## src/hdl/ppu_pkg.sv

```systemverilog
package ppu_pkg;

  // ==================================================
  // Core types
  // ==================================================

  typedef enum logic [1:0] {
    mode_hblank   = 2'd0,
    mode_vblank   = 2'd1,
    mode_oam_scan = 2'd2,
    mode_transfer = 2'd3
  } ppu_mode_t;

  // Colour index before the palette
  typedef logic [1:0] ppu_pixel_t;

  typedef struct packed {
    logic [7:0] lcdc;
    logic [7:0] scy;
    logic [7:0] scx;
    logic [7:0] lyc;
    logic [7:0] bgp;
  } ppu_regs_t;

  typedef struct packed {
    logic [15:0] addr;
    logic [7:0]  wdata;
    logic        write_en;
    logic        read_en;
  } bus_req_t;

  typedef struct packed {
    logic       valid;
    logic [7:0] y;
    logic [7:0] x;
    logic [1:0] shade;
  } lcd_px_t;

  // ==================================================
  // Address map
  // ==================================================

  localparam logic [15:0] vram_start = 16'h8000;
  localparam logic [15:0] vram_end   = 16'h9FFF;
  localparam logic [15:0] oam_start  = 16'hFE00;
  localparam logic [15:0] oam_end    = 16'hFE9F;
  localparam logic [15:0] regs_start = 16'hFF40;
  localparam logic [15:0] regs_end   = 16'hFF47;

  localparam logic [15:0] reg_lcdc = 16'hFF40;
  localparam logic [15:0] reg_stat = 16'hFF41;
  localparam logic [15:0] reg_scy  = 16'hFF42;
  localparam logic [15:0] reg_scx  = 16'hFF43;
  localparam logic [15:0] reg_ly   = 16'hFF44;
  localparam logic [15:0] reg_lyc  = 16'hFF45;
  localparam logic [15:0] reg_bgp  = 16'hFF47;

  // Line timing in dots
  localparam logic [8:0] line_cycles     = 9'd456;
  localparam logic [8:0] oam_scan_cycles = 9'd80;
  localparam logic [8:0] transfer_cycles = 9'd172;

  localparam logic [7:0] screen_width = 8'd160;

endpackage

```

## src/hdl/ppu_timing.sv

```systemverilog
`timescale 1ns/1ps

module ppu_timing #(
  parameter int visible_lines = 144,
  parameter int total_lines   = 154
) (
  input  logic                clk,
  input  logic                reset,
  output ppu_pkg::ppu_mode_t  mode,
  output logic [7:0]          ly,
  output logic                vblank_req
);

  localparam logic [8:0] transfer_end =
    ppu_pkg::oam_scan_cycles + ppu_pkg::transfer_cycles;

  logic [8:0] dot;
  logic       line_end;

  assign line_end = (dot == ppu_pkg::line_cycles - 9'd1);

  // ==================================================
  // Dot and line counters
  // ==================================================
  always_ff @(posedge clk or posedge reset) begin
    if (reset) begin
      dot <= 9'd0;
      ly  <= 8'd0;
    end else begin
      if (line_end) begin
        dot <= 9'd0;
        if (ly == 8'(total_lines - 1)) begin
          ly <= 8'd0;
        end else begin
          ly <= ly + 8'd1;
        end
      end else begin
        dot <= dot + 9'd1;
      end
    end
  end

  // One-cycle pulse on the first dot of the first blank line
  always_ff @(posedge clk or posedge reset) begin
    if (reset) begin
      vblank_req <= 1'b0;
    end else begin
      vblank_req <= line_end && (ly == 8'(visible_lines - 1));
    end
  end

  // Mode follows directly from the position in the frame
  always_comb begin
    if (ly >= 8'(visible_lines)) begin
      mode = ppu_pkg::mode_vblank;
    end else if (dot < ppu_pkg::oam_scan_cycles) begin
      mode = ppu_pkg::mode_oam_scan;
    end else if (dot < transfer_end) begin
      mode = ppu_pkg::mode_transfer;
    end else begin
      mode = ppu_pkg::mode_hblank;
    end
  end

endmodule

```

## config.mk

```make
export PLATFORM = sky130hd
export DESIGN_NAME = ppu_timing
export DESIGN_NICKNAME = d
export VERILOG_FILES = /design/src/hdl/ppu_pkg.sv /design/src/hdl/ppu_timing.sv
export SDC_FILE = /design/constraint.sdc
export NUM_CORES = 1
export LEC_CHECK = 0
export ABC_AREA = 0
export BUFFER_PORTS_ARGS = -buffer_cell sky130_fd_sc_hd__buf_4
export CAP_MARGIN = 20
export CORE_UTILIZATION = 40
export DETAILED_ROUTE_END_ITERATION = 16
export GPL_ROUTABILITY_DRIVEN = 1
export REMOVE_ABC_BUFFERS = 1
export SETUP_SLACK_MARGIN = 0.02
export SLEW_MARGIN = 10
export SYNTH_ARGS = -nofsm -noshare
export SYNTH_HDL_FRONTEND = slang
export SYNTH_SLANG_ARGS = --single-unit
```

## constraint.sdc

```tcl
create_clock -name clk -period 4.9 [get_ports clk]
set_clock_uncertainty 0.2 [all_clocks]
set_input_delay 0.49 -clock clk [delete_from_list [all_inputs] [get_ports clk]]
set_output_delay 0.49 -clock clk [all_outputs]
set_load 0.01 [all_outputs]
```

==> summary.md <==
* outcome: complete, no violations
* class of the worst hold path: input pin to async pin
* count of buffers inserted at the top-level ports: 12
* cells taking the most area after synthesis: sky130_fd_sc_hd__dfrtp_1 47%, sky130_fd_sc_hd__ha_1 5.2%, sky130_fd_sc_hd__nand3_1 5.2%
* NumNets Final: 114
* sequential-to-total area share from yosys stat: 47.2%
* R2R cell count: 6
* cell depth of the worst setup path: 5
* gr ovfl total: 0
* leading cell type by number of instances after synthesis: sky130_fd_sc_hd__dfrtp_1
* Period Utilization, post-route: 49.1%
* area added between synthesis and finish: 14.6%
* TritonCTS clock tree: done
* GRT Total Usage: 15.8%
* Hold Violations, Final: 0
* die area: 2580 um^2
* Pre-Repair DR Iteration Count: 6
* DR WL/cell: 13.1 um
* slew at the pin with the worst max-slew slack: 688 ps
* min Tclk post-route: 2410 ps
* final cell count without fillers: 134
* peak supply drop: 0.139 mV
* number of global-route vias before repair: 640
* buffer levels on the longest clock path: 2
* largest net degree at the start of global routing: 19
* Vias per Instance: 5.31
* number of unique standard cell types used by synthesis: 32
* WP data required: 4210 ps
* cts repair resizes: 0
* average size of a mapped cell: 10.3 um^2
* CTS Buf Count: 3
* Cells after DPL: 131
* peak per-stage delay on the critical path: 430 ps
* total half-perimeter wirelength after legalization and detailed placement: 1240 um
* First DRT Iteration DRCs: 19
* cell area after synthesis: 953 um^2
* antenna diode instance count: 0
* Post-CTS Setup Repair Bufs: 0
* Filler cells: 223
* gpl congestion: 0.802
* buffers and inverters on the worst path: 1
* critical setup path kind: flop to primary output
* Commonest cells post-synth: 18 x sky130_fd_sc_hd__dfrtp_1, 10 x sky130_fd_sc_hd__nand3_1, 8 x sky130_fd_sc_hd__nand2_1
* hold slack final: 99.2 ps
* number of nets with antenna violations after routing: 0
* master of the slowest instance on the critical path: sky130_fd_sc_hd__dfrtp_1
* endpoint of the worst setup timing path: mode[0]
* dominant cell type by area after synthesis: sky130_fd_sc_hd__dfrtp_1
* sequential cell area: 450 um^2
* final setup violating endpoints: 0
* Total Neg Setup Slack: 0 ps
* Initial Utilization: 42.7%
* number of core rows: 17
* biggest fanout along the worst timing path: 4
* maximum achievable frequency: 0.416 GHz
* kind of cell with the highest combined delay on the critical path: simple AND/OR/NAND/NOR gates
* area fraction of the dominant cell type after synthesis: 47.2%
* Worst slew margin: 54.1%
* unrepaired setup endpoints after global routing: false
* cell at the root of the clock tree: sky130_fd_sc_hd__clkbuf_4
* warning count from the yosys run: 0
* combined area of the multi-input logic cells: 475 um^2
* flops & latches, synth: 18
* number of pins with negative max-slew slack in the final report: 0
* worst reg2reg path startpoint: ly[1]$_DFFE_PP0N_
* later-pin clock latency in the skew report: 290 ps
* Std-Cell Core Area: 2230 um^2
* crit path from: dot[5]$_DFF_PP0_
* width of the die: 50.8 um
* main flop type after synthesis: sky130_fd_sc_hd__dfrtp_1
* cells along the critical path: and4_2 -> and2_1 -> mux2_2 -> o21ai_0 -> buf_4
* layout cell share with drive strength beyond 1: 21.7%
* hold bufs inserted after CTS: 0
* top-level I/O count: 13
* Async S/R FF share, synth: 100%
* height of the die: 50.8 um
* number of antenna violations at the first check in global routing: 0
* number of H-tree levels: 1
* clock-pin slew on the worst setup and hold paths: 110 ps
* Post-synth EDFFs: 0
* DRC viols: 0
* startpoint class of the critical path: flop
* R2R setup slack: 2920 ps
* Pwr per Cell Area: 207 nW/um^2
* signal arrival time at the worst endpoint: 1720 ps
* R2R Path End: ly[4]$_DFFE_PP0N_
* total via count after detailed routing: 712
* capturing element type of the critical path: primary output
* static leakage power: 0.504 nW
* max capacitance violation total: 0
* final wirelength: 1760 um
* first-pass GRT wire length: 3020 um
* synthesized netlist cell count: 93
* # clock sinks: 18
sequential cells by signal, summed over array words and instances, names as in the netlist:
name        cells
dot             9
ly              8
vblank_req      1
cells in the final DEF (no fill, tap or decap):
| cell type | instances |
|---|---|
| sky130_fd_sc_hd__a211oi_1 | 1 |
| sky130_fd_sc_hd__a21oi_1 | 4 |
| sky130_fd_sc_hd__a31oi_1 | 2 |
| sky130_fd_sc_hd__and2_1 | 1 |
| sky130_fd_sc_hd__and2_2 | 1 |
| sky130_fd_sc_hd__and3_1 | 1 |
| sky130_fd_sc_hd__and3_2 | 1 |
| sky130_fd_sc_hd__and4_1 | 1 |
| sky130_fd_sc_hd__and4_2 | 2 |
| sky130_fd_sc_hd__and4b_4 | 1 |
| sky130_fd_sc_hd__buf_4 | 12 |
| sky130_fd_sc_hd__clkbuf_4 | 3 |
| sky130_fd_sc_hd__dfrtp_1 | 18 |
| sky130_fd_sc_hd__ha_1 | 4 |
| sky130_fd_sc_hd__inv_1 | 5 |
| sky130_fd_sc_hd__mux2_2 | 1 |
| sky130_fd_sc_hd__mux2i_1 | 4 |
| sky130_fd_sc_hd__nand2_1 | 8 |
| sky130_fd_sc_hd__nand2b_1 | 2 |
| sky130_fd_sc_hd__nand3_1 | 10 |
| sky130_fd_sc_hd__nand4_1 | 1 |
| sky130_fd_sc_hd__nand4_4 | 1 |
| sky130_fd_sc_hd__nor2_1 | 5 |
| sky130_fd_sc_hd__nor3_1 | 1 |
| sky130_fd_sc_hd__nor4_2 | 1 |
| sky130_fd_sc_hd__nor4b_1 | 1 |
| sky130_fd_sc_hd__o21ai_0 | 5 |
| sky130_fd_sc_hd__o22ai_1 | 1 |
| sky130_fd_sc_hd__or3_1 | 1 |
| sky130_fd_sc_hd__or3b_1 | 1 |
| sky130_fd_sc_hd__xnor2_1 | 2 |
| sky130_fd_sc_hd__xor2_1 | 4 |
final cells by class:
cell class | count | share of cell area (%)
Clock buffer | 3 | 2.06
Tap cell | 28 | 3.21
Timing Repair Buffer | 12 | 8.25
Sequential cell | 18 | 41.2
Multi-Input combinational cell | 68 | 43.5
Inverter | 5 | 1.72
per-stage QoR:
| stage | utilization (%) | area (um^2) | worst slack, ps | power [mW] |
|---|---|---|---|---|
| 6_report | 48.9 | 1090 | 2490 | 0.226 |
| 5_1_grt | 48.9 | 1090 | 2390 | 0.236 |
| 4_1_cts | 48.9 | 1090 | 2500 | 0.228 |
| 3_5_place_dp | 47.9 | 1070 | 2830 | 0.155 |
| 3_3_place_gp | 47.9 | 1070 | 2850 | 0.155 |
| 2_1_floorplan | - | 945 | 2880 | 0.154 |
worst reg2reg max path, stage by stage, from the launching register on:
cell	delay (ps)
sky130_fd_sc_hd__dfrtp_1	430
sky130_fd_sc_hd__inv_1	110
sky130_fd_sc_hd__ha_1	150
sky130_fd_sc_hd__nor4b_1	230
sky130_fd_sc_hd__nand4_1	340
sky130_fd_sc_hd__a211oi_1	320
sky130_fd_sc_hd__mux2i_1	110
per-layer routing:
layer  share of wire [%]  track usage (%)  vias to the layer above  routed length, um
met5                   0                0                        -                  0
li1                    -                -                      355                  -
met4                0.80             6.94                        0                 14
met1                  52             23.9                      335                912
met3                 4.7             2.08                        2                 82
met2                  43             22.2                       20                750
worst min-delay path by stage:
stage                                  end  slack (ps)  cells past startpoint
after global routing      dot[3]$_DFF_PP0_         150                      2
after floorplan           dot[0]$_DFF_PP0_         230                      1
after CTS                 dot[2]$_DFF_PP0_         140                      2
final                     dot[4]$_DFF_PP0_         100                      2
after detailed placement  dot[5]$_DFF_PP0_         310                      1
after global placement    dot[5]$_DFF_PP0_         300                      1
report_power, final:
group          internal [mW]  switching, mW
clock network         0.0285         0.0456
logic               0.000541        0.00288
registers              0.148              0
kinds of logic (layout without fill, tap and decap cells):
family / count (synthesis) / after routing / synth area share (%)
simple gates: 40 / 40 / 26.2
mux: 5 / 5 / 5.38
compound gates: 13 / 13 / 7.48
fa+ha+maj: 4 / 4 / 5.25
buf+inv: 7 / 20 / 2.89
xor+xnor: 6 / 6 / 5.51
flops: 18 / 18 / 47.2
(Power assumes the default switching activity.)
