## src/hdl/ppu_pkg.sv

```systemverilog
package ppu_pkg;

  // ==================================================
  // Core types
  // ==================================================

  typedef enum logic [1:0] {
    mode_hblank   = 2'd0,
    mode_vblank   = 2'd1,
    mode_oam_scan = 2'd2,
    mode_transfer = 2'd3
  } ppu_mode_t;

  // Colour index before the palette
  typedef logic [1:0] ppu_pixel_t;

  typedef struct packed {
    logic [7:0] lcdc;
    logic [7:0] scy;
    logic [7:0] scx;
    logic [7:0] lyc;
    logic [7:0] bgp;
  } ppu_regs_t;

  typedef struct packed {
    logic [15:0] addr;
    logic [7:0]  wdata;
    logic        write_en;
    logic        read_en;
  } bus_req_t;

  typedef struct packed {
    logic       valid;
    logic [7:0] y;
    logic [7:0] x;
    logic [1:0] shade;
  } lcd_px_t;

  // ==================================================
  // Address map
  // ==================================================

  localparam logic [15:0] vram_start = 16'h8000;
  localparam logic [15:0] vram_end   = 16'h9FFF;
  localparam logic [15:0] oam_start  = 16'hFE00;
  localparam logic [15:0] oam_end    = 16'hFE9F;
  localparam logic [15:0] regs_start = 16'hFF40;
  localparam logic [15:0] regs_end   = 16'hFF47;

  localparam logic [15:0] reg_lcdc = 16'hFF40;
  localparam logic [15:0] reg_stat = 16'hFF41;
  localparam logic [15:0] reg_scy  = 16'hFF42;
  localparam logic [15:0] reg_scx  = 16'hFF43;
  localparam logic [15:0] reg_ly   = 16'hFF44;
  localparam logic [15:0] reg_lyc  = 16'hFF45;
  localparam logic [15:0] reg_bgp  = 16'hFF47;

  // Line timing in dots
  localparam logic [8:0] line_cycles     = 9'd456;
  localparam logic [8:0] oam_scan_cycles = 9'd80;
  localparam logic [8:0] transfer_cycles = 9'd172;

  localparam logic [7:0] screen_width = 8'd160;

endpackage

```

## src/hdl/bg_fetcher.sv

```systemverilog
`timescale 1ns/1ps

module bg_fetcher (
  input  logic                          clk,
  input  logic                          reset,
  input  ppu_pkg::ppu_mode_t            mode,
  input  logic [7:0]                    ly,
  input  ppu_pkg::ppu_regs_t            regs,
  output logic [12:0]                   vram_addr,
  input  logic [7:0]                    vram_rdata,
  input  logic [4:0]                    count,
  output logic                          push_en,
  output ppu_pkg::ppu_pixel_t [7:0]     push_row
);

  typedef enum logic [1:0] {
    st_map,
    st_lo,
    st_hi,
    st_push
  } fetch_state_t;

  fetch_state_t state;
  logic [4:0]   col;
  logic [7:0]   tile_id;
  logic [7:0]   tile_lo;
  logic [7:0]   tile_hi;
  logic [7:0]   bg_y;
  logic         active;

  assign active = (mode == ppu_pkg::mode_transfer);
  assign bg_y   = ly + regs.scy;

  // ==================================================
  // VRAM addressing
  // ==================================================
  // Map at 0x9800 or 0x9C00 and tile data from the 0x8000 base only
  always_comb begin
    case (state)
      st_map:  vram_addr = {2'b11, regs.lcdc[3], bg_y[7:3], col};
      st_lo:   vram_addr = {1'b0, tile_id, bg_y[2:0], 1'b0};
      default: vram_addr = {1'b0, tile_id, bg_y[2:0], 1'b1};
    endcase
  end

  // Push only when a full row fits
  assign push_en = active && (state == st_push) && (count <= 5'd8);

  always_ff @(posedge clk or posedge reset) begin
    if (reset) begin
      state <= st_map;
      col   <= 5'd0;
    end else if (!active) begin
      state <= st_map;
      col   <= regs.scx[7:3];
    end else begin
      case (state)
        st_map: state <= st_lo;
        st_lo:  state <= st_hi;
        st_hi:  state <= st_push;
        default: begin
          if (push_en) begin
            state <= st_map;
            col   <= col + 5'd1;
          end
        end
      endcase
    end
  end

  // Fetched bytes
  always_ff @(posedge clk) begin
    case (state)
      st_map:  tile_id <= vram_rdata;
      st_lo:   tile_lo <= vram_rdata;
      st_hi:   tile_hi <= vram_rdata;
      default: ;
    endcase
  end

  // Index 0 is the leftmost pixel from bit 7
  always_comb begin
    for (int i = 0; i < 8; i++) begin
      push_row[i] = regs.lcdc[0] ? {tile_hi[7-i], tile_lo[7-i]} : 2'b00;
    end
  end

endmodule

```

## config.mk

```make
export PLATFORM = sky130hd
export DESIGN_NAME = bg_fetcher
export DESIGN_NICKNAME = d
export VERILOG_FILES = /design/src/hdl/ppu_pkg.sv /design/src/hdl/bg_fetcher.sv
export SDC_FILE = /design/constraint.sdc
export NUM_CORES = 1
export LEC_CHECK = 0
export BUFFER_PORTS_ARGS = -buffer_cell sky130_fd_sc_hd__buf_4
export CAP_MARGIN = 25
export CORE_ASPECT_RATIO = 1.5
export CORE_MARGIN = 5
export CORE_UTILIZATION = 30
export DETAILED_ROUTE_END_ITERATION = 8
export GPL_TIMING_DRIVEN = 1
export MAX_ROUTING_LAYER = met4
export PLACE_DENSITY_LB_ADDON = 0.08
export SLEW_MARGIN = 10
export SYNTH_ARGS = -nofsm -noshare
export SYNTH_HDL_FRONTEND = slang
export SYNTH_SLANG_ARGS = --single-unit
```

## constraint.sdc

```tcl
create_clock -name clk -period 2.9 [get_ports clk]
set_clock_uncertainty 0.05 [all_clocks]
set_input_delay 0 -clock clk [delete_from_list [all_inputs] [get_ports clk]]
set_output_delay 0 -clock clk [all_outputs]
set_load 0.03 [all_outputs]
```

==> impl_metrics.json, run 1 <==
{
  "rsz0062_at_grt": "false",
  "num_vias": 1518,
  "ys_dominant_reg_cell": "edfxtp_1",
  "vias_per_cell": 4.82,
  "regArea_um2": 896,
  "period_share_pct": 79.3,
  "fill_cells": 588,
  "grt_max_degree": 21,
  "period_minus_slack_ns": 2.30,
  "antenna_found_initial": 0,
  "synthCells": 156,
  "setup_viol": 0,
  "finalMaxSlewViolations": 0,
  "clock_path_buffers": 2,
  "fp-row-count": 34,
  "final_area_um2": 2600,
  "multi_input_area_um2": 837,
  "synth.avg_cell_area_um2": 11.4,
  "synth_cell_types": 42,
  "die_w_um": 72.8,
  "critPathCaptureType": "primary output",
  "yosysWarnings": 0,
  "insertion_delay_ns": 0.27,
  "layout-drive-gt1-share_pct": 33.7,
  "start_util_pct": 30.7,
  "grt_first_pass_wirelength_um": 6770,
  "cp_max_fo": 20,
  "core_um2": 5790,
  "timing.fmax_mhz": 435,
  "outcome": "completed",
  "hold_class": "in -> reg",
  "path_cells": "inv_1 > ha_1 > buf_4 > nand2_1 > o311ai_0 > buf_4",
  "dieArea_um2": 7590,
  "grtUsageTotal_pct": 11.6,
  "cts.htree.levels": 2,
  "grt_overflow": 0,
  "io_buffers": 69,
  "maxCapViolations": 0,
  "clk_pin_slew_worst_paths_ns": 0.06,
  "hpwl_um": 3420,
  "relSlewSlack_pct": 69.3,
  "tightest_slew_ns": 0.460,
  "numCtsBuffers": 5,
  "power_density_nw_per_um2": 471,
  "first_pass_iters": 4,
  "nets": 322,
  "critPathMaxStageDelay_ns": 0.44,
  "root_buffer": "clkbuf_8",
  "cts_tree": "built",
  "worstSetupPathType": "reg -> out",
  "synth_fp_nets": 235,
  "critPathLaunchType": "flip-flop",
  "finalPower_mw": 1.22,
  "cpMostUsedCell": "buf_4",
  "setup_tns_ns": 0,
  "gp_congestion": 0.821,
  "ant_nets": 0,
  "critPathRequiredTime_ns": 2.85,
  "cts_num_sinks": 31,
  "p_leak_nw": 1.11,
  "place_area_um2": 2380,
  "ir_drop_mv": 0.227,
  "antenna_cells": 0,
  "synth-seq-area-share_pct": 50.5,
  "synth_seq_cells": 31,
  "ctsResizeCount": 0,
  "synthArstFlopShare_pct": 22.6,
  "syn_to_final_growth_pct": 46.2,
  "routedWlPerCell_um": 13.8,
  "grt_pass1_vias": 1450,
  "critPathArrivalTime_ns": 2.25,
  "dr.first_iter.drc_count": 21,
  "slowest_stage": "o311ai_0",
  "final_hold_viol_count": 0,
  "drcViolationCount": 0,
  "postCtsSetupBuffers": 0,
  "synth-edff-count": 24,
  "syn_area_um2": 1780,
  "pin_count": 95,
  "drt_wl_total_um": 4350,
  "fp.dieH_um": 104,
  "fin_util_pct": 44.9
}
## Yosys cell counts, types with 2 or more instances
master / instances / area (µm²)
edfxtp_1: 24 / 721
and2_1: 16 / 100
nand2_1: 16 / 60.1
ha_1: 13 / 163
dfrtp_1: 7 / 175
inv_1: 6 / 22.5
o21ai_0: 6 / 30.0
o21ai_1: 6 / 30.0
a22o_1: 5 / 43.8
xnor2_1: 5 / 43.8
a211oi_1: 4 / 30.0
nor2_1: 4 / 15.0
clkbuf_1: 3 / 11.3
nand4_1: 3 / 18.8
nor3_1: 3 / 15.0
o21bai_1: 3 / 22.5
a21o_1: 2 / 15.0
a21oi_1: 2 / 10.0
a31oi_1: 2 / 12.5
nand2b_1: 2 / 12.5
nor4b_1: 2 / 17.5
o31ai_1: 2 / 15.0
## layer usage
metal  vias to the layer above  global-route usage, %  share of wire (%)
met5                         -                      -                  0
met4                         0                   5.01                2.2
met3                         8                   3.38                6.6
met2                        48                   18.9                 51
met1                       710                   13.1                 40
li1                        752                      -                  -
## cell usage in the layout, fill, tap and decap left out, types with 2 or more instances in the layout
cell type / n
buf_4: 71
edfxtp_1: 24
nand2_1: 16
and2_1: 16
dlygate4sd3_1: 14
ha_1: 13
dfrtp_1: 7
o21ai_1: 6
inv_1: 6
o21ai_0: 6
xnor2_1: 5
a22o_1: 5
clkbuf_8: 5
nor2_1: 4
a211oi_1: 4
nor3_1: 3
nand4_1: 3
o21bai_1: 3
nand2b_1: 2
a31oi_1: 2
a21o_1: 2
a21oi_1: 2
o31ai_1: 2
nor4b_1: 2
## worst max-delay path, delay by kind of cell (launching register included)
family | cells | cell delay, ns
compound gates | 1 | 0.44
buf+inv | 3 | 0.66
simple gates | 1 | 0.10
flops | 1 | 0.41
fa+ha+maj | 1 | 0.35
## report_power, final
part           switching (mW)  internal, mW  total, mW
clock                   0.150         0.159      0.309
sequential             0.0137         0.513      0.526
combinational           0.220         0.169      0.389
total                   0.383         0.841       1.22
## metrics by stage
step / hold WS, ns / setup WS (ns) / instances
6_report: 0.115 / 0.600 / 315
3_3_place_gp: -0.0859 / 0.903 / 294
2_1_floorplan: -0.247 / 0.297 / 156
5_1_grt: 0.121 / 0.458 / 315
3_5_place_dp: -0.0905 / 0.843 / 294
4_1_cts: 0.114 / 0.544 / 315
## cell families after synthesis
| group | synth area share [%] |
|---|---|
| AO/OA/AOI/OAI | 15.4 |
| XOR/XNOR | 2.96 |
| adder cells (fa/ha/maj) | 10.3 |
| buffers and inverters | 2.40 |
| flip-flops | 50.5 |
| multiplexers | 0.564 |
| AND/OR/NAND/NOR | 18.0 |
## state kept, by name, indices dropped and copies added, names as in the netlist
register  count
tile_id       8
tile_hi       8
col           5
state         2
tile_lo       8
## path summary, 6_finish.rpt
path / endpoint / cells past startpoint / slack, ns / from
max: vram_addr[7] / 6 / 0.60 / state[0]
min: state[0] / 4 / 0.11 / mode[0]
max reg2reg: state[0] / 5 / 1.26 / state[0]
min reg2reg: col[4] / 2 / 0.54 / col[4]
max in group asynchronous: state[1] / 3 / 2.42 / reset
min in group asynchronous: col[0] / 3 / 0.17 / reset
## final cells by class
class / instances / share of cell area [%]
Multi-Input combinational cell: 114 / 32.2
Sequential cell: 31 / 34.5
Clock buffer: 5 / 2.65
Tap cell: 72 / 3.47
Clock inverter: 2 / 0.337
Timing Repair Buffer: 85 / 25.9
Inverter: 6 / 0.867
## repair_timing
item | CTS | global route
endpoints found under the setup margin | 0 | 0
hold buffers | 14 | 0
hold endpoints to repair | 36 | 0
(Power assumes the default switching activity.)
==> inputs of run 2 (changes only) <==
==> constraint.sdc (replaced) <==
create_clock -name clk -period 2 [get_ports clk]
set_clock_uncertainty 0.05 [all_clocks]
set_input_delay 0 -clock clk [delete_from_list [all_inputs] [get_ports clk]]
set_output_delay 0 -clock clk [all_outputs]
set_load 0.03 [all_outputs]
==> impl_metrics.json, run 2 (synthesized netlist as in run 1, its figures left out) <==
{
  "core_um2": 5790,
  "critPathArrivalTime_ns": 1.87,
  "reg2regPathDepth": 6,
  "tightest_slew_ns": 0.414,
  "antenna_found_initial": 0,
  "layout-drive-gt1-share_pct": 38.6,
  "dr_wl_met3_um": 289,
  "hold_depth": 4,
  "period_minus_slack_ns": 1.92,
  "p_leak_nw": 1.14,
  "num_vias": 1523,
  "critPathCaptureType": "primary output",
  "cts_num_sinks": 31,
  "setup_tns_ns": 0,
  "fin_util_pct": 46.4,
  "start_util_pct": 30.7,
  "final_hold_viol_count": 0,
  "reg_top3": "tile_hi (8), tile_id (8), tile_lo (8)",
  "fp.dieH_um": 104,
  "vias_per_cell": 4.74,
  "worstSetupPathType": "reg -> out",
  "grt_overflow": 0,
  "cp_max_fo": 7,
  "maxCapViolations": 0,
  "nets": 327,
  "grt_first_pass_wirelength_um": 7470,
  "power_density_nw_per_um2": 681,
  "period_share_pct": 96.2,
  "finalMaxSlewViolations": 0,
  "grtUsageTotal_pct": 12.7,
  "dp_cells": 295,
  "clk_pin_slew_worst_paths_ns": 0.06,
  "outcome": "completed",
  "first_pass_iters": 4,
  "gp_congestion": 0.804,
  "fill_cells": 572,
  "fin_ws_ns": 0.0753,
  "cts_tree": "built",
  "drt-met1-wl_um": 1760,
  "hold_class": "in -> reg",
  "root_buffer": "clkbuf_8",
  "critPathRequiredTime_ns": 1.95,
  "numCtsBuffers": 5,
  "timing.fmax_mhz": 520,
  "grt_max_degree": 17,
  "grt_pass1_vias": 1594,
  "clock_path_buffers": 2,
  "drt_wl_total_um": 4480,
  "drcViolationCount": 0,
  "io_buffers": 69,
  "routedWlPerCell_um": 14.0,
  "antenna_cells": 0,
  "final_common_cell": "buf_4",
  "dpl_worst_slack_ns": 0.194,
  "final_cells": 321,
  "critPathLaunchType": "flip-flop",
  "relSlewSlack_pct": 72.4,
  "die_w_um": 72.8,
  "dieArea_um2": 7590,
  "insertion_delay_ns": 0.28,
  "hpwl_um": 3460,
  "setup_viol": 0,
  "met2_length_um": 2380,
  "syn_to_final_growth_pct": 51.2,
  "pin_count": 95,
  "fp-row-count": 34,
  "cts.htree.levels": 2,
  "dr.first_iter.drc_count": 37,
  "top_layer": "met4",
  "ir_drop_mv": 0.328,
  "mostFrequentLayoutCells": "buf_4 (75), edfxtp_1 (24), nand2_1 (16), and2_1 (16), dlygate4sd3_1 (14)",
  "ant_nets": 0
}
## run 2: cell count changes in the layout (fill, tap and decap cells not counted), moves of 2 or more
cell and delta:
buf_4 +4, nor4b_1 -2, inv_1 -3, inv_2 +2, nor4b_2 +2
## run 2: worst paths after layout
check / from / slack, ns / end
max: state[1] / 0.08 / vram_addr[9]
min: mode[0] / 0.08 / state[0]
max reg2reg: state[0] / 0.30 / state[0]
min reg2reg: col[4] / 0.55 / col[4]
max in group asynchronous: reset / 1.49 / state[1]
min in group asynchronous: reset / 0.17 / col[0]
## run 2: report_power, final
group	internal (mW)	leakage (nW)	switching, mW
Combinational	0.267	0.780	0.329
Clock	0.239	0.0426	0.230
Sequential	0.743	0.313	0.0204
Total	1.25	1.14	0.580
## run 2: layout make-up
type	instances	area, µm²	area share (%)
clock buffers	6	72.6	2.70
well taps	72	90.1	3.36
repair buffers	90	714	26.6
clock inverters	2	8.76	0.326
inverters	6	26.3	0.979
flip-flops and latches	31	897	33.4
multi-input cells	114	876	32.6
## run 2: routing by layer
metal,GRT usage [%],up-vias
li1,-,764
met1,14.8,704
met2,21.3,50
met3,2.80,5
met4,4.09,0
met5,-,-
## run 2: timing repair
action                     in CTS  in global routing
gates resized for setup         2                  6
pin swaps                       1                  1
hold endpoints to repair       36                  0
setup endpoints to repair       3                  3
hold buffers                   14                  0
buffers inserted                1                  3
## run 2: worst max-delay path, cell delays in order, from the launching register on
cell and delay (ns):
dfrtp_2 0.41, inv_2 0.08, ha_4 0.16, clkinvlp_4 0.16, or4_1 0.54, nand4_1 0.10, buf_6 0.14
## run 2: metrics by stage
step,area (µm²),hold WS (ns),power [mW]
2_1_floorplan,1800,-0.247,1.11
3_3_place_gp,2410,-0.0857,1.33
3_5_place_dp,2410,-0.0897,1.33
4_1_cts,2640,0.0764,1.84
5_1_grt,2690,0.125,1.93
6_report,2690,0.0826,1.83
