**src/hdl/ppu_pkg.sv**
```systemverilog
package ppu_pkg;

  // ==================================================
  // Core types
  // ==================================================

  typedef enum logic [1:0] {
    mode_hblank   = 2'd0,
    mode_vblank   = 2'd1,
    mode_oam_scan = 2'd2,
    mode_transfer = 2'd3
  } ppu_mode_t;

  // Colour index before the palette
  typedef logic [1:0] ppu_pixel_t;

  typedef struct packed {
    logic [7:0] lcdc;
    logic [7:0] scy;
    logic [7:0] scx;
    logic [7:0] lyc;
    logic [7:0] bgp;
  } ppu_regs_t;

  typedef struct packed {
    logic [15:0] addr;
    logic [7:0]  wdata;
    logic        write_en;
    logic        read_en;
  } bus_req_t;

  typedef struct packed {
    logic       valid;
    logic [7:0] y;
    logic [7:0] x;
    logic [1:0] shade;
  } lcd_px_t;

  // ==================================================
  // Address map
  // ==================================================

  localparam logic [15:0] vram_start = 16'h8000;
  localparam logic [15:0] vram_end   = 16'h9FFF;
  localparam logic [15:0] oam_start  = 16'hFE00;
  localparam logic [15:0] oam_end    = 16'hFE9F;
  localparam logic [15:0] regs_start = 16'hFF40;
  localparam logic [15:0] regs_end   = 16'hFF47;

  localparam logic [15:0] reg_lcdc = 16'hFF40;
  localparam logic [15:0] reg_stat = 16'hFF41;
  localparam logic [15:0] reg_scy  = 16'hFF42;
  localparam logic [15:0] reg_scx  = 16'hFF43;
  localparam logic [15:0] reg_ly   = 16'hFF44;
  localparam logic [15:0] reg_lyc  = 16'hFF45;
  localparam logic [15:0] reg_bgp  = 16'hFF47;

  // Line timing in dots
  localparam logic [8:0] line_cycles     = 9'd456;
  localparam logic [8:0] oam_scan_cycles = 9'd80;
  localparam logic [8:0] transfer_cycles = 9'd172;

  localparam logic [7:0] screen_width = 8'd160;

endpackage

```
**src/hdl/pixel_fifo.sv**
```systemverilog
`timescale 1ns/1ps

module pixel_fifo (
  input  logic                          clk,
  input  logic                          reset,
  input  ppu_pkg::ppu_mode_t            mode,
  input  logic                          push_en,
  input  ppu_pkg::ppu_pixel_t [7:0]     push_row,
  input  logic                          pop_en,
  output ppu_pkg::ppu_pixel_t           top_px,
  output logic [4:0]                    count
);

  ppu_pkg::ppu_pixel_t mem [16];

  logic [3:0] wr_ptr;
  logic [3:0] rd_ptr;
  logic       flush;

  assign flush  = (mode != ppu_pkg::mode_transfer);
  assign top_px = mem[rd_ptr];

  // Eight entries land in one cycle
  always_ff @(posedge clk) begin
    if (push_en) begin
      for (int i = 0; i < 8; i++) begin
        mem[wr_ptr + 4'(i)] <= push_row[i];
      end
    end
  end

  always_ff @(posedge clk or posedge reset) begin
    if (reset) begin
      wr_ptr <= 4'd0;
      rd_ptr <= 4'd0;
      count  <= 5'd0;
    end else if (flush) begin
      wr_ptr <= 4'd0;
      rd_ptr <= 4'd0;
      count  <= 5'd0;
    end else begin
      if (push_en) begin
        wr_ptr <= wr_ptr + 4'd8;
      end
      if (pop_en) begin
        rd_ptr <= rd_ptr + 4'd1;
      end
      count <= count + (push_en ? 5'd8 : 5'd0) - (pop_en ? 5'd1 : 5'd0);
    end
  end

endmodule

```
**config.mk**
```make
export PLATFORM = sky130hd
export DESIGN_NAME = pixel_fifo
export DESIGN_NICKNAME = d
export VERILOG_FILES = /design/src/hdl/ppu_pkg.sv /design/src/hdl/pixel_fifo.sv
export SDC_FILE = /design/constraint.sdc
export NUM_CORES = 1
export LEC_CHECK = 0
export ABC_AREA = 1
export BUFFER_PORTS_ARGS = -buffer_cell sky130_fd_sc_hd__buf_2
export CORE_MARGIN = 2
export CORE_UTILIZATION = 39
export DETAILED_ROUTE_END_ITERATION = 10
export HOLD_SLACK_MARGIN = 0.1
export PLACE_DENSITY_LB_ADDON = 0.2
export SLEW_MARGIN = 25
export SYNTH_ARGS = -nofsm -noshare
export SYNTH_HDL_FRONTEND = slang
export SYNTH_SLANG_ARGS = --single-unit
```
**constraint.sdc**
```tcl
create_clock -name clk -period 1.9 [get_ports clk]
set_clock_uncertainty 0.15 [all_clocks]
set_input_delay 0.19 -clock clk [delete_from_list [all_inputs] [get_ports clk]]
set_output_delay 0.19 -clock clk [all_outputs]
set_load 0.005 [all_outputs]
```
==> results_tabular.tex, run 1 <==
\begin{tabular}{lr}
\hline
Metric & Value \\
\hline
\multicolumn{2}{l}{\textbf{Global routing}} \\
Maximum number of pins on one net before global-route repair & 18 \\
All-layer global routing usage & 0.168 \\
Grt total ovfl & 0 \\
First-pass GRT wire length & 8000 um \\
Number of antenna violations at the first check in global routing & 0 \\
Via count of the first global-routing pass & 1672 \\
\multicolumn{2}{l}{\textbf{Synthesis}} \\
Cell taking the most area after synthesis & sky130\_fd\_sc\_hd\_\_edfxtp\_1 \\
Portion of synthesized cell area occupied by the leading cell type & 0.435 \\
Register bit count reported by yosys & 42 \\
Count of mapped cells out of synthesis & 252 \\
Number of distinct library cells after synthesis & 22 \\
Yosys warning total & 0 \\
Mapped Nets & 281 \\
Sequential fraction of the synthesis area & 0.549 \\
Cell area after synthesis & 0.00221 mm\^{}2 \\
Post-Synthesis Mean Instance Area & 8.76 um\^{}2 \\
Synth top area cells & sky130\_fd\_sc\_hd\_\_edfxtp\_1, sky130\_fd\_sc\_hd\_\_dfrtp\_1, sky130\_fd\_sc\_hd\_\_inv\_1, sky130\_fd\_sc\_hd\_\_nand2\_1, sky130\_fd\_sc\_hd\_\_nand3\_1 \\
\multicolumn{2}{l}{\textbf{Drt}} \\
DR vias & 1717 \\
Violation count after the first detailed-routing iteration & 100 \\
Count of unresolved DRC violations after routing & 0 \\
Wire length after detailed routing & 4720 um \\
Final ANT Viol Nets & 0 \\
Routed vias/inst & 4.64 \\
DRT Pass-1 Iters & 4 \\
Routed wire per std cell & 12.8 um \\
\multicolumn{2}{l}{\textbf{Worst hold path}} \\
Worst min-delay path class & in2reg \\
Min-Delay Path Depth & 3 \\
Hold wc startpoint & push\_row[2] \\
Worst-case hold path end point & mem[9][0] \\
\multicolumn{2}{l}{\textbf{CTS}} \\
H-tree depth reported by CTS & 2 \\
Total clock sinks & 42 \\
Clock Tree Buf Depth & 2 \\
TritonCTS clock tree & done \\
Clock Tree Root & sky130\_fd\_sc\_hd\_\_clkbuf\_8 \\
Clock-pin slew on the worst setup and hold paths & 0.07 ns \\
Clock buffers created by TritonCTS & 5 \\
Clk Latency, worst-skew pair & 0.30 ns \\
\multicolumn{2}{l}{\textbf{Finish}} \\
Fraction of layout instances using a drive strength above 1 & 0.164 \\
Number of inserted filler cells in the final layout & 555 \\
N\_diodes & 0 \\
Net count of the finished layout & 326 \\
Final design instance area without fill & 0.00264 mm\^{}2 \\
Fin cells & 370 \\
Final core utilization & 0.483 \\
Post-synthesis to final-layout area growth & 19.7\% \\
\multicolumn{2}{l}{\textbf{STA}} \\
Normalized max-slew margin & 0.718 \\
Final count of hold timing violations & 0 \\
Period utilisation layout & 0.956 \\
Max Slew Vio Count & 0 \\
Worst-case setup margin in the final layout & 0.0844 ns \\
Post-route minimum period & 1.82 ns \\
Total negative slack for setup checks & 0 ns \\
RSZ-0062 raised after global routing & true \\
Achievable frequency & 551 MHz \\
Worst slew pin tran & 0.423 ns \\
Final setup viols & 0 \\
\multicolumn{2}{l}{\textbf{Place}} \\
DPL Wire Length & 3490 um \\
Setup Slack @ Placement & 0.238 ns \\
Number of input and output port buffers inserted & 28 \\
Placed standard-cell area & 0.00240 mm\^{}2 \\
Dpl cells & 347 \\
Routability cong. & 0.819 \\
\multicolumn{2}{l}{\textbf{Floorplan}} \\
Die span in x & 79.2 um \\
Floorplan core area & 0.00547 mm\^{}2 \\
Die area & 0.00628 mm\^{}2 \\
Standard-cell rows & 27 \\
Starting utilization of the core area & 0.403 \\
I/O pin cnt & 29 \\
Die height & 79.2 um \\
\multicolumn{2}{l}{\textbf{Worst setup path}} \\
Worst Reg-to-Reg Cells & 5 \\
CP top delay family & buffers and inverters \\
Launch point of the worst path & push\_en \\
Cell chain of the critical path & dlygate4sd3\_1 > buf\_2 > inv\_2 > ha\_1 > inv\_1 > ha\_1 > a21oi\_2 > nand2\_1 > nand2\_1 > nor2\_1 \\
Terminus of the critical flop-to-flop path & rd\_ptr[2] \\
Required time at the endpoint of the critical path & 1.94 ns \\
Worst-path fanout max & 6 \\
Max incr delay on CP & 0.52 ns \\
Total buffers and inverters traversed by the critical path & 4 \\
Max stage delay cell, worst path & sky130\_fd\_sc\_hd\_\_dlygate4sd3\_1 \\
Element type at the critical path start & input port \\
Reg-to-reg critical path startpoint & rd\_ptr[0] \\
Data arrival time of the critical path & 1.85 ns \\
Setup crit end kind & flip-flop \\
Worst-case register-to-register setup slack & 0.10 ns \\
CP Class & in2reg \\
\multicolumn{2}{l}{\textbf{Job}} \\
Count of max-cap constraint violations & 0 \\
\multicolumn{2}{l}{\textbf{Pwr}} \\
Relative contribution of combinational cells to total power & 0.147 \\
Switching share of power & 0.253 \\
Net switching power & 0.480 mW \\
Worst IR Drop VDD & 407 uV \\
Leakage power of the design & 1.30 nW \\
Power density relative to cell area & 717 mW/mm\^{}2 \\
Proportion of power drawn by the clock network & 0.292 \\
Relative contribution of sequential cells to total power & 0.562 \\
Int Power & 1.42 mW \\
\multicolumn{2}{l}{\textbf{Status}} \\
Result of the run & completed \\
\hline
\end{tabular}
sequential cells by signal, indices dropped and copies added (netlist names):
register,cells
mem,32
count,5
rd_ptr,4
wr_ptr,1
what timing repair did:
item                                    CTS  global route
gates cloned                              0             0
setup buffers                             0             1
hold endpoints to repair                 26             0
gates resized for setup                   1             3
hold buffers                             14             0
endpoints found under the setup margin    2             3
metal layers:
layer	track usage	vias up	share of wire
met5	0	-	0
met2	0.262	31	0.45
met4	0.0672	0	0.018
li1	-	879	-
met3	0.0375	8	0.041
met1	0.229	799	0.49
synth_stat cells, drive strengths merged:
library cell	n
nand3	24
a21oi	5
buf	7
xnor2	2
inv	60
edfxtp	32
clkinv	1
ha	6
nor2	14
nor3	1
nand2	53
fa	1
dfrtp	10
nand4	1
o21ai	31
clkbuf	4
layout make-up:
cell class,count,area (um^2),share of cell area
clock buffer,6,72.6,0.0275
tap,72,90.1,0.0341
multi-input combinational,138,684,0.259
timing repair buffer,49,337,0.127
clock inverter,2,8.76,0.00331
sequential,42,1210,0.459
inverter,61,238,0.0900
metrics by stage:
step	total power, mW	hold slack (ns)
after floorplan	1.25	-0.120
after global placement	1.33	0.0620
after detailed placement	1.34	0.0507
after CTS	1.90	0.100
after global routing	1.99	0.108
final	1.90	0.100
worst max path at each step:
stage,end,cells after the start
2_1_floorplan,count[3],8
3_3_place_gp,count[3],8
3_5_place_dp,count[3],8
4_1_cts,count[4],10
5_1_grt,top_px[0],8
6_report,count[4],10
worst min-delay path, cell delays in order:
cell,delay (ns)
sky130_fd_sc_hd__buf_2,0.07
sky130_fd_sc_hd__inv_1,0.03
sky130_fd_sc_hd__o21ai_0,0.13
cell families after synthesis:
logic type                 count (synthesis)  share of synthesized area
buffers and inverters                     72                      0.143
adders and majority gates                  7                     0.0431
AOI/OAI and AO/OA                         36                     0.0816
xor gates and xnor gates                   2                    0.00794
DFF                                       42                      0.549
and+or+nand+nor                           93                      0.176
power by group through the flow:
stage / registers (mW) / logic [mW] / clock network [mW]
5_1_grt: 1.07 / 0.322 / 0.602
3_3_place_gp: 1.08 / 0.246 / 0
3_5_place_dp: 1.09 / 0.250 / 0
2_1_floorplan: 1.08 / 0.170 / 0
6_report: 1.06 / 0.278 / 0.553
4_1_cts: 1.07 / 0.273 / 0.566
layout by cell type, fill, tap and decap left out, types with 2 or more instances in the layout:
master	Yosys	final
sky130_fd_sc_hd__edfxtp_1	32	32
sky130_fd_sc_hd__a21oi_1	5	4
sky130_fd_sc_hd__dfrtp_1	10	9
sky130_fd_sc_hd__inv_1	57	57
sky130_fd_sc_hd__dlygate4sd3_1	0	14
sky130_fd_sc_hd__buf_4	0	6
sky130_fd_sc_hd__ha_1	6	6
sky130_fd_sc_hd__nand2_1	52	52
sky130_fd_sc_hd__clkbuf_8	0	5
sky130_fd_sc_hd__o21ai_1	10	10
sky130_fd_sc_hd__nand3_1	24	24
sky130_fd_sc_hd__o21ai_0	21	21
sky130_fd_sc_hd__inv_2	2	2
sky130_fd_sc_hd__xnor2_1	2	2
sky130_fd_sc_hd__buf_2	2	28
sky130_fd_sc_hd__nor2_1	13	13
No activity file was read; power rests on OpenSTA's default activity.
==> run 2: changes to the inputs <==
Settings changed: SETUP_SLACK_MARGIN from default to 0.5.
==> run 2 against run 1 <==
Sequential cell count unchanged. Hold slack lost 0.019 ns. Sequential power about the same. Utilization is 2.6 points higher. Critical endpoint is now top_px[1].
==> results_tabular.tex, run 2 (synthesis gave the netlist of run 1 again) <==
\begin{tabular}{lr}
\hline
Metric & Value \\
\hline
\multicolumn{2}{l}{\textbf{Worst setup path}} \\
Worst-path fanout max & 16 \\
CP top delay family & flip-flops \\
Max stage delay cell, worst path & sky130\_fd\_sc\_hd\_\_dfrtp\_2 \\
Total buffers and inverters traversed by the critical path & 2 \\
Cell chain of the critical path & buf\_12 > nand2\_1 > nand2\_1 > nand2\_1 > nand3\_1 > nand3\_1 > nand2\_1 > buf\_2 \\
Setup crit end kind & output port \\
CP Class & reg2out \\
Element type at the critical path start & flip-flop \\
Max incr delay on CP & 0.47 ns \\
Data arrival time of the critical path & 1.42 ns \\
Required time at the endpoint of the critical path & 1.56 ns \\
Cell mode on critical path & sky130\_fd\_sc\_hd\_\_nand2\_1 \\
\multicolumn{2}{l}{\textbf{Floorplan}} \\
Die height & 79.2 um \\
Die span in x & 79.2 um \\
Floorplan core area & 0.00547 mm\^{}2 \\
Die area & 0.00628 mm\^{}2 \\
Standard-cell rows & 27 \\
I/O pin cnt & 29 \\
Starting utilization of the core area & 0.403 \\
\multicolumn{2}{l}{\textbf{Place}} \\
Setup Slack @ Placement & 0.282 ns \\
Dpl cells & 345 \\
DPL Wire Length & 3320 um \\
Routability cong. & 0.799 \\
Number of input and output port buffers inserted & 28 \\
\multicolumn{2}{l}{\textbf{Global routing}} \\
Grt total ovfl & 0 \\
Number of antenna violations at the first check in global routing & 0 \\
Via count of the first global-routing pass & 1606 \\
All-layer global routing usage & 0.170 \\
Maximum number of pins on one net before global-route repair & 19 \\
First-pass GRT wire length & 8090 um \\
\multicolumn{2}{l}{\textbf{Finish}} \\
Number of inserted filler cells in the final layout & 546 \\
Fraction of layout instances using a drive strength above 1 & 0.235 \\
Most frequent standard cell in the layout excluding fill and tap cells & sky130\_fd\_sc\_hd\_\_inv\_1 \\
Fin cells & 374 \\
Max reg flops & 32 \\
Biggest registers after layout & mem (32), count (5), rd\_ptr (4) \\
Net count of the finished layout & 330 \\
Post-synthesis to final-layout area growth & 26.2\% \\
Highest-count cells in the layout ignoring fill and taps & sky130\_fd\_sc\_hd\_\_inv\_1, sky130\_fd\_sc\_hd\_\_nand2\_1, sky130\_fd\_sc\_hd\_\_edfxtp\_1 \\
Largest register by flop count & mem \\
N\_diodes & 0 \\
\multicolumn{2}{l}{\textbf{CTS}} \\
TritonCTS clock tree & done \\
H-tree depth reported by CTS & 2 \\
Clock buffers created by TritonCTS & 5 \\
Clock Tree Buf Depth & 2 \\
Clock Tree Root & sky130\_fd\_sc\_hd\_\_clkbuf\_8 \\
Clock-pin slew on the worst setup and hold paths & 0.08 ns \\
Total clock sinks & 42 \\
Clk Latency, worst-skew pair & 0.29 ns \\
\multicolumn{2}{l}{\textbf{Drt}} \\
Routed vias/inst & 4.56 \\
DRT Pass-1 Iters & 5 \\
Routed wire per std cell & 12.8 um \\
Wire length after detailed routing & 4800 um \\
Final ANT Viol Nets & 0 \\
Violation count after the first detailed-routing iteration & 120 \\
DR vias & 1707 \\
Count of unresolved DRC violations after routing & 0 \\
\multicolumn{2}{l}{\textbf{Pwr}} \\
Power density relative to cell area & 698 mW/mm\^{}2 \\
Leakage power of the design & 1.32 nW \\
Post-layout total power & 1.95 mW \\
Worst IR Drop VDD & 407 uV \\
\multicolumn{2}{l}{\textbf{STA}} \\
Period utilisation layout & 0.928 \\
Total negative slack for setup checks & 0 ns \\
Final setup viols & 0 \\
Worst-case setup margin in the final layout & 0.137 ns \\
Post-route minimum period & 1.76 ns \\
Max Slew Vio Count & 0 \\
Final count of hold timing violations & 0 \\
Achievable frequency & 567 MHz \\
Normalized max-slew margin & 0.726 \\
Smallest hold slack & 0.0816 ns \\
RSZ-0062 raised after global routing & true \\
Worst slew pin tran & 0.410 ns \\
\multicolumn{2}{l}{\textbf{Job}} \\
Count of max-cap constraint violations & 0 \\
\multicolumn{2}{l}{\textbf{Status}} \\
Result of the run & completed \\
\multicolumn{2}{l}{\textbf{Worst hold path}} \\
Worst min-delay path class & in2reg \\
\hline
\end{tabular}
## run 2: timing repair
item                                    4_1_cts  5_1_grt
endpoints found under the setup margin       48       44
hold buffers                                 15        1
endpoints found under the hold margin        29        1
buffers inserted                              2        2
cloned                                        0        1
resized for setup                            17       13
pin swaps                                     4        2
## run 2: metrics by stage
stage / instance area [um^2] / util
2_1_floorplan: 2220 / -
3_3_place_gp: 2410 / 0.440
3_5_place_dp: 2410 / 0.440
4_1_cts: 2710 / 0.495
5_1_grt: 2790 / 0.509
6_report: 2790 / 0.509
## run 2: worst reg2reg max path, stage by stage, from the launching register on
cell	delay, ns
sky130_fd_sc_hd__dfrtp_1	0.34
sky130_fd_sc_hd__inv_1	0.04
sky130_fd_sc_hd__ha_2	0.16
sky130_fd_sc_hd__inv_2	0.06
sky130_fd_sc_hd__ha_4	0.13
sky130_fd_sc_hd__inv_2	0.03
sky130_fd_sc_hd__fa_2	0.50
sky130_fd_sc_hd__nor2_1	0.04
## run 2: report_power, final
part,total [mW],switching [mW],internal (mW)
Clock,0.556,0.303,0.253
Sequential,1.06,0.0192,1.05
Combinational,0.326,0.180,0.146
## run 2: layout make-up
class / count / area (um^2) / area share
Clock buffer: 6 / 72.6 / 0.0260
Multi-Input combinational cell: 138 / 777 / 0.279
Tap cell: 72 / 90.1 / 0.0323
Inverter: 61 / 241 / 0.0867
Timing Repair Buffer: 52 / 377 / 0.135
Timing Repair inverter: 1 / 5.00 / 0.00180
Sequential cell: 42 / 1210 / 0.436
Clock inverter: 2 / 8.76 / 0.00314
## run 2: final timing paths
kind                       slack (ns)  depth (start not counted)   endpoint      start
max in group asynchronous        1.02                          3   count[2]      reset
min in group asynchronous        0.26                          3  rd_ptr[1]      reset
max reg2reg                      0.31                          7   count[2]   count[0]
min                              0.08                          3   count[0]     pop_en
max                              0.14                          8  top_px[1]  rd_ptr[0]
min reg2reg                      0.47                          3   count[0]   count[0]
## run 2: layer usage
metal | wire length (um) | up-vias | track usage | part of all wire
met5 | 0 | - | 0 | 0
met4 | 62 | 0 | 0.0569 | 0.013
met3 | 251 | 5 | 0.0386 | 0.052
met2 | 2240 | 47 | 0.264 | 0.47
met1 | 2250 | 769 | 0.236 | 0.47
li1 | - | 886 | - | -
